File: src/lsu_config.svh
`ifndef LSU_CONFIG_SVH
`define LSU_CONFIG_SVH

// Datapath widths
`define LSU_XLEN      32
`define LSU_OFFSET_W  12

// ************************************************************
// Memory map
// ************************************************************

// Data closely coupled memory, 64 KB window
`define LSU_DCCM_BASE 32'hF004_0000
`define LSU_DCCM_SIZE 32'h0001_0000

// Interrupt controller registers, 32 KB window
`define LSU_PIC_BASE  32'hF00C_0000
`define LSU_PIC_SIZE  32'h0000_8000

// Anything outside both windows is an external bus access
// Both sizes must stay powers of two for the mask decode

`endif // LSU_CONFIG_SVH

File: src/lsu_pkg.sv
`include "lsu_config.svh"

package lsu_pkg;

   // ************************************************************
   // Control packet
   // ************************************************************

   // Valid is the lowest bit so the rest slices off as one field
   // Only one of by, half, word and dword is set
   typedef struct packed {
      logic by;
      logic half;
      logic word;
      logic dword;
      logic load;
      logic store;
      logic unsign;
      logic dma;
      logic valid;
   } lsu_pkt_t;

   // ************************************************************
   // Stage payloads
   // ************************************************************

   // Carried through DC2 and DC3
   typedef struct packed {
      logic [$bits(lsu_pkt_t)-2:0] ctl;
      logic [`LSU_XLEN-1:0]        start_addr;
      logic [`LSU_XLEN-1:0]        end_addr;
      logic [`LSU_XLEN-1:0]        store_data;
      logic                        in_dccm;
      logic                        in_pic;
      logic                        external;
      logic                        access_fault;
      logic                        misaligned_fault;
   } lsu_early_t;

   // Carried through DC4 and DC5, faults are resolved by then
   typedef struct packed {
      logic [$bits(lsu_pkt_t)-2:0] ctl;
      logic [`LSU_XLEN-1:0]        start_addr;
      logic [`LSU_XLEN-1:0]        store_data;
      logic                        external;
   } lsu_late_t;

endpackage

File: src/lsu_addr_gen.sv
`timescale 1ns/1ps
`include "lsu_config.svh"

module lsu_addr_gen
   import lsu_pkg::*;
(
   input  logic                     clk,
   input  logic                     reset,
   input  lsu_pkt_t                 lsu_p,
   input  logic [`LSU_XLEN-1:0]     exu_lsu_rs1_d,
   input  logic [`LSU_XLEN-1:0]     exu_lsu_rs2_d,
   input  logic [`LSU_OFFSET_W-1:0] dec_lsu_offset_d,
   input  logic                     dma_dccm_req,
   input  logic [`LSU_XLEN-1:0]     dma_mem_addr,
   input  logic [2:0]               dma_mem_sz,
   input  logic                     dma_mem_write,
   input  logic [63:0]              dma_mem_wdata,
   input  logic                     flush_dc2_up,
   output lsu_pkt_t                 lsu_pkt_dc1,
   output logic [`LSU_XLEN-1:0]     lsu_addr_dc1,
   output logic [`LSU_XLEN-1:0]     end_addr_dc1,
   output logic [`LSU_XLEN-1:0]     store_data_dc1
);

   lsu_pkt_t                 dma_pkt_d;
   lsu_pkt_t                 pkt_d;
   logic [`LSU_XLEN-1:0]     base_d;
   logic [`LSU_OFFSET_W-1:0] offset_d;
   logic [63:0]              dma_wdata_lane;
   logic [`LSU_XLEN-1:0]     store_data_d;
   logic [`LSU_XLEN-1:0]     base_dc1;
   logic [`LSU_OFFSET_W-1:0] offset_dc1;
   logic [2:0]               size_extra_dc1;

   // DMA wins the slot and uses its address as is
   assign base_d   = dma_dccm_req ? dma_mem_addr : exu_lsu_rs1_d;
   assign offset_d = dma_dccm_req ? '0 : dec_lsu_offset_d;

   always_comb begin
      dma_pkt_d       = '0;
      dma_pkt_d.valid = dma_dccm_req;
      dma_pkt_d.dma   = 1'b1;
      dma_pkt_d.store = dma_mem_write;
      dma_pkt_d.load  = ~dma_mem_write;
      dma_pkt_d.by    = (dma_mem_sz == 3'd0);
      dma_pkt_d.half  = (dma_mem_sz == 3'd1);
      dma_pkt_d.word  = (dma_mem_sz == 3'd2);
      dma_pkt_d.dword = (dma_mem_sz == 3'd3);
   end

   always_comb begin
      pkt_d       = dma_dccm_req ? dma_pkt_d : lsu_p;
      pkt_d.valid = (lsu_p.valid & ~flush_dc2_up) | dma_dccm_req;
   end

   // Move the addressed byte lane down to bit 0, like a core store
   assign dma_wdata_lane = dma_mem_wdata >> {dma_mem_addr[2:0], 3'b000};
   assign store_data_d   = dma_dccm_req ? dma_wdata_lane[`LSU_XLEN-1:0] : exu_lsu_rs2_d;

   // ************************************************************
   // DC1 registers
   // ************************************************************

   always_ff @(posedge clk) begin
      if (reset) begin
         lsu_pkt_dc1 <= '0;
      end else begin
         lsu_pkt_dc1 <= pkt_d;
      end
   end

   always_ff @(posedge clk) begin
      if (pkt_d.valid) begin
         base_dc1       <= base_d;
         offset_dc1     <= offset_d;
         store_data_dc1 <= store_data_d;
      end
   end

   assign lsu_addr_dc1 = base_dc1 +
      {{(`LSU_XLEN-`LSU_OFFSET_W){offset_dc1[`LSU_OFFSET_W-1]}}, offset_dc1};

   // Last byte touched
   always_comb begin
      size_extra_dc1 = 3'd0;
      if (lsu_pkt_dc1.half) begin
         size_extra_dc1 = 3'd1;
      end else if (lsu_pkt_dc1.word) begin
         size_extra_dc1 = 3'd3;
      end else if (lsu_pkt_dc1.dword) begin
         size_extra_dc1 = 3'd7;
      end
   end

   assign end_addr_dc1 = lsu_addr_dc1 + {{(`LSU_XLEN-3){1'b0}}, size_extra_dc1};

endmodule

File: src/lsu_addr_check.sv
`timescale 1ns/1ps
`include "lsu_config.svh"

module lsu_addr_check
   import lsu_pkg::*;
(
   input  lsu_pkt_t             lsu_pkt_dc1,
   input  logic [`LSU_XLEN-1:0] start_addr_dc1,
   input  logic [`LSU_XLEN-1:0] end_addr_dc1,
   output logic                 addr_in_dccm_dc1,
   output logic                 addr_in_pic_dc1,
   output logic                 addr_external_dc1,
   output logic                 access_fault_dc1,
   output logic                 misaligned_fault_dc1
);

   localparam logic [`LSU_XLEN-1:0] dccm_mask = ~(`LSU_DCCM_SIZE - 1);
   localparam logic [`LSU_XLEN-1:0] pic_mask  = ~(`LSU_PIC_SIZE - 1);

   logic end_in_dccm;
   logic end_in_pic;
   logic region_cross;
   logic pic_bad_size;
   logic unaligned;
   logic fault_qual;

   // ************************************************************
   // Region decode
   // ************************************************************

   assign addr_in_dccm_dc1  = (start_addr_dc1 & dccm_mask) == `LSU_DCCM_BASE;
   assign addr_in_pic_dc1   = (start_addr_dc1 & pic_mask) == `LSU_PIC_BASE;
   assign addr_external_dc1 = ~addr_in_dccm_dc1 & ~addr_in_pic_dc1;

   assign end_in_dccm = (end_addr_dc1 & dccm_mask) == `LSU_DCCM_BASE;
   assign end_in_pic  = (end_addr_dc1 & pic_mask) == `LSU_PIC_BASE;

   // ************************************************************
   // Faults
   // ************************************************************

   // Access spills out of the region it started in
   assign region_cross = (addr_in_dccm_dc1 != end_in_dccm) | (addr_in_pic_dc1 != end_in_pic);

   // PIC registers only take full words
   assign pic_bad_size = addr_in_pic_dc1 & ~lsu_pkt_dc1.word;

   assign unaligned = (lsu_pkt_dc1.half  & start_addr_dc1[0]) |
                      (lsu_pkt_dc1.word  & (|start_addr_dc1[1:0])) |
                      (lsu_pkt_dc1.dword & (|start_addr_dc1[2:0]));

   // DMA requests never raise a core fault
   assign fault_qual = lsu_pkt_dc1.valid & ~lsu_pkt_dc1.dma;

   assign access_fault_dc1     = fault_qual & (region_cross | pic_bad_size);
   assign misaligned_fault_dc1 = fault_qual & addr_external_dc1 & unaligned;

endmodule

File: src/lsu_pipe_stage.sv
`timescale 1ns/1ps

module lsu_pipe_stage #(
   parameter type payload_t = logic
) (
   input  logic     clk,
   input  logic     reset,
   input  logic     valid_in,
   input  logic     flush,
   input  logic     flush_exempt,
   input  payload_t payload_in,
   output logic     valid_out,
   output payload_t payload_out
);

   logic kill;

   // Flush drops the entry unless it is exempt
   assign kill = flush & ~flush_exempt;

   always_ff @(posedge clk) begin
      if (reset) begin
         valid_out <= 1'b0;
      end else begin
         valid_out <= valid_in & ~kill;
      end
   end

   // Payload holds still while bubbles pass
   always_ff @(posedge clk) begin
      if (valid_in) begin
         payload_out <= payload_in;
      end
   end

endmodule

File: src/lsu_load_format.sv
`timescale 1ns/1ps

module lsu_load_format
   import lsu_pkg::*;
(
   input  lsu_pkt_t    pkt_dc3,
   input  logic        external_dc3,
   input  logic [31:0] lsu_ld_data_dc3,
   input  logic [31:0] bus_read_data_dc3,
   output logic [31:0] lsu_result_dc3
);

   logic [31:0] ld_data;
   logic        sign_ext;

   // Bus data for external space, local memory otherwise
   assign ld_data = external_dc3 ? bus_read_data_dc3 : lsu_ld_data_dc3;

   assign sign_ext = ~pkt_dc3.unsign;

   // ************************************************************
   // Size extract and extension
   // ************************************************************

   always_comb begin
      lsu_result_dc3 = '0;
      if (pkt_dc3.by) begin
         lsu_result_dc3 = {{24{sign_ext & ld_data[7]}}, ld_data[7:0]};
      end else if (pkt_dc3.half) begin
         lsu_result_dc3 = {{16{sign_ext & ld_data[15]}}, ld_data[15:0]};
      end else if (pkt_dc3.word) begin
         lsu_result_dc3 = ld_data;
      end
      // no size bit leaves zero
   end

endmodule

File: src/lsu_lsc_ctl.sv
`timescale 1ns/1ps

module lsu_lsc_ctl
   import lsu_pkg::*;
(
   input  logic        clk,
   input  logic        reset,

   // Decode request
   input  lsu_pkt_t    lsu_p,
   input  logic [31:0] exu_lsu_rs1_d,
   input  logic [31:0] exu_lsu_rs2_d,
   input  logic [11:0] dec_lsu_offset_d,

   // DMA master
   input  logic        dma_dccm_req,
   input  logic [31:0] dma_mem_addr,
   input  logic [2:0]  dma_mem_sz,
   input  logic        dma_mem_write,
   input  logic [63:0] dma_mem_wdata,

   // Flushes
   input  logic        flush_dc2_up,
   input  logic        flush_dc3,
   input  logic        flush_dc4,
   input  logic        flush_dc5,

   // Load data, read in DC3
   input  logic [31:0] lsu_ld_data_dc3,
   input  logic [31:0] bus_read_data_dc3,

   output logic [31:0] lsu_addr_dc1,
   output logic [31:0] end_addr_dc1,
   output logic        lsu_exc_dc2,
   output logic [31:0] lsu_addr_dc3,
   output logic        addr_in_dccm_dc3,
   output logic        addr_in_pic_dc3,
   output logic        addr_external_dc3,
   output logic [31:0] lsu_result_dc3,
   output logic        lsu_exc_valid_dc3,
   output logic        lsu_exc_type_dc3,
   output logic        lsu_exc_store_dc3,
   output logic [31:0] lsu_exc_addr_dc3,
   output logic        lsu_commit_dc5,
   output logic [31:0] lsu_addr_dc5,
   output logic [31:0] store_data_dc5
);

   localparam int ctl_w = $bits(lsu_pkt_t) - 1;

   lsu_pkt_t    lsu_pkt_dc1;
   lsu_pkt_t    lsu_pkt_dc2;
   lsu_pkt_t    lsu_pkt_dc3;
   lsu_pkt_t    lsu_pkt_dc4;
   lsu_pkt_t    lsu_pkt_dc5;
   logic [31:0] store_data_dc1;
   logic        in_dccm_dc1;
   logic        in_pic_dc1;
   logic        external_dc1;
   logic        access_fault_dc1;
   logic        misaligned_fault_dc1;
   logic        valid_dc2;
   logic        valid_dc3;
   logic        valid_dc4;
   logic        valid_dc5;
   lsu_early_t  early_dc1;
   lsu_early_t  early_dc2;
   lsu_early_t  early_dc3;
   lsu_late_t   late_dc3;
   lsu_late_t   late_dc4;
   lsu_late_t   late_dc5;

   // ************************************************************
   // DC1 address generation and memory map check
   // ************************************************************

   lsu_addr_gen u_addr_gen (
      .clk              (clk),
      .reset            (reset),
      .lsu_p            (lsu_p),
      .exu_lsu_rs1_d    (exu_lsu_rs1_d),
      .exu_lsu_rs2_d    (exu_lsu_rs2_d),
      .dec_lsu_offset_d (dec_lsu_offset_d),
      .dma_dccm_req     (dma_dccm_req),
      .dma_mem_addr     (dma_mem_addr),
      .dma_mem_sz       (dma_mem_sz),
      .dma_mem_write    (dma_mem_write),
      .dma_mem_wdata    (dma_mem_wdata),
      .flush_dc2_up     (flush_dc2_up),
      .lsu_pkt_dc1      (lsu_pkt_dc1),
      .lsu_addr_dc1     (lsu_addr_dc1),
      .end_addr_dc1     (end_addr_dc1),
      .store_data_dc1   (store_data_dc1)
   );

   lsu_addr_check u_addr_check (
      .lsu_pkt_dc1          (lsu_pkt_dc1),
      .start_addr_dc1       (lsu_addr_dc1),
      .end_addr_dc1         (end_addr_dc1),
      .addr_in_dccm_dc1     (in_dccm_dc1),
      .addr_in_pic_dc1      (in_pic_dc1),
      .addr_external_dc1    (external_dc1),
      .access_fault_dc1     (access_fault_dc1),
      .misaligned_fault_dc1 (misaligned_fault_dc1)
   );

   assign early_dc1 = '{ctl:              lsu_pkt_dc1[ctl_w:1],
                        start_addr:       lsu_addr_dc1,
                        end_addr:         end_addr_dc1,
                        store_data:       store_data_dc1,
                        in_dccm:          in_dccm_dc1,
                        in_pic:           in_pic_dc1,
                        external:         external_dc1,
                        access_fault:     access_fault_dc1,
                        misaligned_fault: misaligned_fault_dc1};

   // ************************************************************
   // Stage chain
   // ************************************************************

   lsu_pipe_stage #(.payload_t(lsu_early_t)) u_dc2 (
      .clk          (clk),
      .reset        (reset),
      .valid_in     (lsu_pkt_dc1.valid),
      .flush        (flush_dc2_up),
      .flush_exempt (lsu_pkt_dc1.dma),
      .payload_in   (early_dc1),
      .valid_out    (valid_dc2),
      .payload_out  (early_dc2)
   );

   assign lsu_pkt_dc2 = {early_dc2.ctl, valid_dc2};

   lsu_pipe_stage #(.payload_t(lsu_early_t)) u_dc3 (
      .clk          (clk),
      .reset        (reset),
      .valid_in     (valid_dc2),
      .flush        (flush_dc2_up),
      .flush_exempt (lsu_pkt_dc2.dma),
      .payload_in   (early_dc2),
      .valid_out    (valid_dc3),
      .payload_out  (early_dc3)
   );

   assign lsu_pkt_dc3 = {early_dc3.ctl, valid_dc3};

   assign late_dc3 = '{ctl:        early_dc3.ctl,
                       start_addr: early_dc3.start_addr,
                       store_data: early_dc3.store_data,
                       external:   early_dc3.external};

   lsu_pipe_stage #(.payload_t(lsu_late_t)) u_dc4 (
      .clk          (clk),
      .reset        (reset),
      .valid_in     (valid_dc3),
      .flush        (flush_dc3),
      .flush_exempt (lsu_pkt_dc3.dma),
      .payload_in   (late_dc3),
      .valid_out    (valid_dc4),
      .payload_out  (late_dc4)
   );

   assign lsu_pkt_dc4 = {late_dc4.ctl, valid_dc4};

   lsu_pipe_stage #(.payload_t(lsu_late_t)) u_dc5 (
      .clk          (clk),
      .reset        (reset),
      .valid_in     (valid_dc4),
      .flush        (flush_dc4),
      .flush_exempt (lsu_pkt_dc4.dma),
      .payload_in   (late_dc4),
      .valid_out    (valid_dc5),
      .payload_out  (late_dc5)
   );

   assign lsu_pkt_dc5 = {late_dc5.ctl, valid_dc5};

   // ************************************************************
   // DC3 load result and exception report
   // ************************************************************

   lsu_load_format u_load_format (
      .pkt_dc3           (lsu_pkt_dc3),
      .external_dc3      (early_dc3.external),
      .lsu_ld_data_dc3   (lsu_ld_data_dc3),
      .bus_read_data_dc3 (bus_read_data_dc3),
      .lsu_result_dc3    (lsu_result_dc3)
   );

   assign lsu_addr_dc3      = early_dc3.start_addr;
   assign addr_in_dccm_dc3  = early_dc3.in_dccm;
   assign addr_in_pic_dc3   = early_dc3.in_pic;
   assign addr_external_dc3 = early_dc3.external;

   // Early warning one stage ahead of the precise report
   assign lsu_exc_dc2 = valid_dc2 & (early_dc2.access_fault | early_dc2.misaligned_fault);

   assign lsu_exc_valid_dc3 = valid_dc3 & ~lsu_pkt_dc3.dma & ~flush_dc3 &
                              (early_dc3.access_fault | early_dc3.misaligned_fault);
   // High means access fault
   assign lsu_exc_type_dc3  = early_dc3.access_fault;
   assign lsu_exc_store_dc3 = lsu_pkt_dc3.store;
   assign lsu_exc_addr_dc3  = early_dc3.start_addr;

   // ************************************************************
   // DC5 commit
   // ************************************************************

   assign lsu_commit_dc5 = valid_dc5 & (lsu_pkt_dc5.load | lsu_pkt_dc5.store) &
                           ~lsu_pkt_dc5.dma & ~flush_dc5;
   assign lsu_addr_dc5   = late_dc5.start_addr;
   assign store_data_dc5 = late_dc5.store_data;

endmodule

File: config.mk
export PLATFORM = sky130hd
export DESIGN_NAME = lsu_lsc_ctl
export DESIGN_NICKNAME = d
export VERILOG_FILES = /design/src/lsu_pkg.sv /design/src/lsu_addr_gen.sv /design/src/lsu_addr_check.sv /design/src/lsu_pipe_stage.sv /design/src/lsu_load_format.sv /design/src/lsu_lsc_ctl.sv
export VERILOG_INCLUDE_DIRS = /design/src /design/src/src
export SDC_FILE = /design/constraint.sdc
export NUM_CORES = 1
export LEC_CHECK = 0
export ABC_CLOCK_PERIOD_IN_PS = 7800
export BUFFER_PORTS_ARGS = -buffer_cell sky130_fd_sc_hd__buf_2
export CAP_MARGIN = 10
export CORE_AREA = 2 2 169 294
export DETAILED_ROUTE_END_ITERATION = 7
export DIE_AREA = 0 0 171 296
export GPL_ROUTABILITY_DRIVEN = 0
export PLACE_DENSITY = 0.65
export SLEW_MARGIN = 10
export SYNTH_ARGS = -nofsm -noshare
export SYNTH_HDL_FRONTEND = slang
export SYNTH_HIERARCHICAL = 1
export SYNTH_SLANG_ARGS = --single-unit
File: constraint.sdc
create_clock -name clk -period 7.8 [get_ports clk]
set_input_delay 0.78 -clock clk [delete_from_list [all_inputs] [get_ports clk]]
set_output_delay 0.78 -clock clk [all_outputs]
set_load 0.03 [all_outputs]
# --- Word level (Yosys, flattened, before mapping) ---
# Index checks and enable logic that the tools add are counted.
# W data, S select, Z words.
word_totals:
  regBits: 379
  word_cells: 116
  inputBits: 256
classes:
  shift: 1
  reduce_logical: 4
  n_addsub: 2
  bitwise_logic: 52
  n_mux: 10
  eq_ne: 9
ops:
  columns: ["cell", "n"]
  rows:
  - ["$mux W32", 6]
  - ["$shr A64 B6 Y32", 1]
  - ["$eq A17 B17 Y1 const B", 2]
  - ["$add A32 B3 Y32", 1]
  - ["$add A32 B32 Y32", 1]
  - ["$eq A16 B16 Y1 const B", 2]
  - ["$and A1 B1 Y1", 27]
  - ["$not A1 Y1", 17]
  - ["$mux W3", 3]
  - ["$mux W9", 1]
  - ["$or A1 B1 Y1", 8]
  - ["$eq A3 B2 Y1 const B", 2]
  - ["$reduce_or A2 Y1", 2]
  - ["$eq A3 B1 Y1 const B", 1]
  - ["$logic_not A3 Y1", 1]
  - ["$reduce_or A3 Y1", 1]
  - ["$ne A1 B1 Y1", 2]

# --- Logic depth before layout (Yosys ltp) ---
depth:
  depth_word: 9
  mapped_depth: 18
  mapped_depth_nobuf: 18

# --- Modules after synthesis ---
# Netlist, hierarchy kept.
by_module_without_submodules:
  columns: ["mod", "cells_each", "area_each_um2", "instances", "seq_area_each_um2"]
  rows:
  - ["lsu_addr_gen", 790, 7778.7, 1, 2462.4]
  - ["lsu_pipe_stage (u_dc2 ...)", 112, 3319.4, 2, 3293.2]
  - ["lsu_pipe_stage (u_dc4 ...)", 76, 2238.4, 2, 2212.1]
  - ["lsu_load_format", 80, 625.6, 1, 0.0]
  - ["lsu_lsc_ctl", 37, 285.3, 1, 0.0]
  - ["lsu_addr_check", 27, 214.0, 1, 0.0]

# --- Worst setup path before layout ---
# Ideal clock, no wire load.
synth_timing:
  kind: "input-to-reg"
  startpoint: "input lsu_p[0] in the netlist's numbering"
  endpoint: "register u_addr_gen.base_dc1[0], enable pin"
  arrival_ps: 6178
  stages: 2
  slack_ps: 1005
  path_cell_list: "inv_1 > o21ai_0"
synth_lines:
  columns: ["item", "line", "source"]
  rows:
  - ["start: declaration", "lsu_lsc_ctl.sv:10", "input lsu_pkt_t lsu_p,"]
  - ["end signal: assignment", "lsu_addr_gen.sv:74", "base_dc1 <= base_d;"]
  - ["end: declaration", "lsu_addr_gen.sv:31", "logic [`LSU_XLEN-1:0] base_dc1;"]

# --- Worst setup path in the final report ---
layout_timing:
  startpoint: "register u_addr_gen.base_dc1[0]"
  endpoint: "output end_addr_dc1[27]"
layout_via:
  elab_chain_len: 2
layout_rtl:
  columns: ["item", "line", "source"]
  rows:
  - ["$add A32 B32 Y32", "lsu_addr_gen.sv:80", "assign lsu_addr_dc1 = base_dc1 +"]
  - ["$add A32 B3 Y32", "lsu_addr_gen.sv:95", "assign end_addr_dc1 = lsu_addr_dc1 + {{(`LSU_XLEN-3){1'b0}}, size_extra_dc1};"]
  - ["end: declaration", "lsu_lsc_ctl.sv:33", "output logic [31:0] end_addr_dc1,"]
# Every way passes these cells.

==> results.cfg <==
[run_status]
outcome = complete, no violations

[detailed_routing]
detail_route.first_pass.iterations = 5
dr.first_iter.drc_count = 807
viasPerCell = 5.067
met3_wirelength_um = 2856
route.final.wire_length_um = 46060
drt-met1-wl_um = 17860
postRouteAntennaNets = 0
detailed_route_drc_error_count = 0
top_layer = met4
met2_length_um = 23290
num_vias = 11920
avgRoutedWirePerCell_um = 19.58

[critical_path]
worstPathCellList = ha_1 > fa_1 > xor2_1 > ha_1 > nand3_1 > nand2_1 > nor3b_1 > nand4b_1 > a211oi_1 > nand4_1 > nor4_2 > nand3_1 > xnor2_1 > buf_2
timing_worst_setup_path_type = reg -> out
critPathLaunchType = register
worst_ep_arrival_time_ns = 5.04
critical-path-max-stage-delay_ns = 0.52
cp_data_required_time_ns = 7.02
setup.worst_path.end_class = primary output
cp_slowest_cell = nor4_2
critPathMaxFanout = 5

[global_route]
grt_first_pass_wirelength_um = 67050
grt_overflow_total = 0
groute.usage.overall_pct = 17.42
number_of_global_route_vias_before_repair = 11590
grt_antenna_before_repair = 4
grt_start_max_net_pins = 70

[finish]
layout-drive-gt1-share_pct = 40.39
stdcell_count = 2353
area.growth.synth_to_final_pct = 22.19
finalNetCount = 1963

[timing]
max_slew_margin_pct = 20.73
worst-slew-pin-transition_ns = 1.180
final.min_clock_period_ns = 5.819
rsz0062_at_grt = false
final_max_slew_viol_count = 0
worst_clock_skew_ns = 0.01181
fmax_mhz = 171.8
finalHoldWorstSlack_ns = 0.4108
finalHoldViolations = 0
setup_viol_count_final = 0
final_min_period_over_clock_period_pct = 74.61
setup_tns_ns = 0

[power_and_ir_drop]
sequential_cell_fraction_of_total_power_pct = 43.8
leakage_uw = 0.008263
power.switching_uw = 1771
power_per_cell_area_nw_per_um2 = 256.1
swShare_pct = 32.01
power_frac_comb_pct = 26.1
cellInternalPower_uw = 3761
clock_power_share_pct = 30.1
irDropWorstVdd_mv = 0.1985

[clock_tree]
clock_tree_root_driver_cell = clkbuf_16
clock-sinks = 375
clk_path_buf_depth = 3
h-tree-depth = 2
cts_hold_buf = 0
tritoncts.num_buffers = 34
cts.clk_slew.worst_paths_ns = 0.07
clock_tree_from_tritoncts = built
cts_post_setup_buffers_inserted = 0
worst_skew_pair_latency_ns = 0.53
total_of_cells_resized_after_clock_tree_synthesis = 0

[floorplan]
die_width_um = 171
fp-row-count = 107
num_io_pins = 488
floorplan.initialDensity_pct = 36.47
coreArea_um2 = 48460
floorplan.die_area_um2 = 50620
dieHeight_um = 296

[place]
numPlacedInstances = 2289
post_detailed_placement_half_perimeter_wirelength_um = 34990
placement.io_buffers = 487

[synth]
synth_area_per_cell_um2 = 14.35
synth_warnings = 6
synth_nets = 1524
synth_area_um2 = 17680
synthCells = 1232

[run]
drv_cap = 0

[min_path]
timing.hold.worst.class = reg -> reg
[critical path: cells and delay by family (launching register included)]
family                     cells  cell delay, ns
buffers and inverters          1            0.26
DFF                            1            0.37
xor gates and xnor gates       2            0.52
AOI/OAI and AO/OA              1            0.51
adders and majority gates      3            1.03
and+or+nand+nor                7            1.84
[sequential cells by signal (all words and copies together), names as in the netlist, 9 cells and up]
| signal | flops |
|---|---|
| u_addr_gen/store_data_dc1 | 32 |
| u_dc3/payload_out | 76 |
| u_addr_gen/offset_dc1 | 12 |
| u_dc2/payload_out | 76 |
| u_dc4/payload_out | 67 |
| u_addr_gen/base_dc1 | 32 |
| u_addr_gen/lsu_pkt_dc1 | 9 |
| u_dc5/payload_out | 67 |
[stage by stage]
stage	instance area (um^2)	worst slack (ns)	util (%)	power [uW]
after floorplan	17680	1.005	-	3446
after global placement	20480	2.425	42.25	3889
after detailed placement	20480	2.261	42.25	3904
after CTS	21590	2.025	44.54	5585
after global routing	21600	1.592	44.57	5769
final	21600	1.981	44.57	5532
[routing by layer]
layer	vias to the layer above	GRT usage, %
met3	88	2.202
met2	526	30.78
met4	0	8.289
li1	5613	-
met5	-	0
met1	5695	20.92
[area by class of cell]
cell class,count,area (um^2)
antenna,3,7.507
timing repair buffer,494,2492
clock buffer,36,858.3
fill,4470,26860
clock inverter,25,251.5
sequential,375,11150
multi-input combinational,752,5973
inverter,14,52.55
tap,654,818.3
[power by group through the flow]
stage                     registers (uW)  logic [uW]  clock network (uW)
after floorplan                     2460         985                   0
after global placement              2460        1420                   0
after detailed placement            2470        1440                   0
after CTS                           2420        1440                1720
after global routing                2440        1550                1780
final                               2420        1440                1670
[final timing paths]
kind                                              from                                to  slack [ns]  depth (start not counted)
setup reg to reg      u_addr_gen/base_dc1[0]$_DFFE_PP_    u_dc2/payload_out[1]$_DFFE_PP_        2.17                         18
setup / recovery      u_addr_gen/base_dc1[0]$_DFFE_PP_                  end_addr_dc1[27]        1.98                         14
hold reg to reg   u_addr_gen/lsu_pkt_dc1[8]$_SDFF_PP0_  u_dc2/payload_out[108]$_DFFE_PP_        0.41                          0
hold / removal    u_addr_gen/lsu_pkt_dc1[8]$_SDFF_PP0_  u_dc2/payload_out[108]$_DFFE_PP_        0.41                          0
[placed cells by master (no fill, tap or decap), types with 8 or more instances in the layout]
cell type    n
inv_1       13
mux2i_1     60
clkbuf_16   34
nand3_1     14
mux2_2      41
a21o_1       9
nand2_1     63
o21ai_2     10
mux4_2      32
a211oi_1    10
xor2_1      17
dfxtp_1      9
o21ai_0     54
nor3_1      16
buf_2      486
nor2_1     103
xnor2_1     29
nor2b_1     15
clkinv_1     8
nand2b_1    10
edfxtp_1   362
buf_4        8
a221oi_1    16
o211ai_1    14
nand4_1     10
a21oi_1     63
ha_1        34
Note: power is estimated with default switching activity, not from simulation.
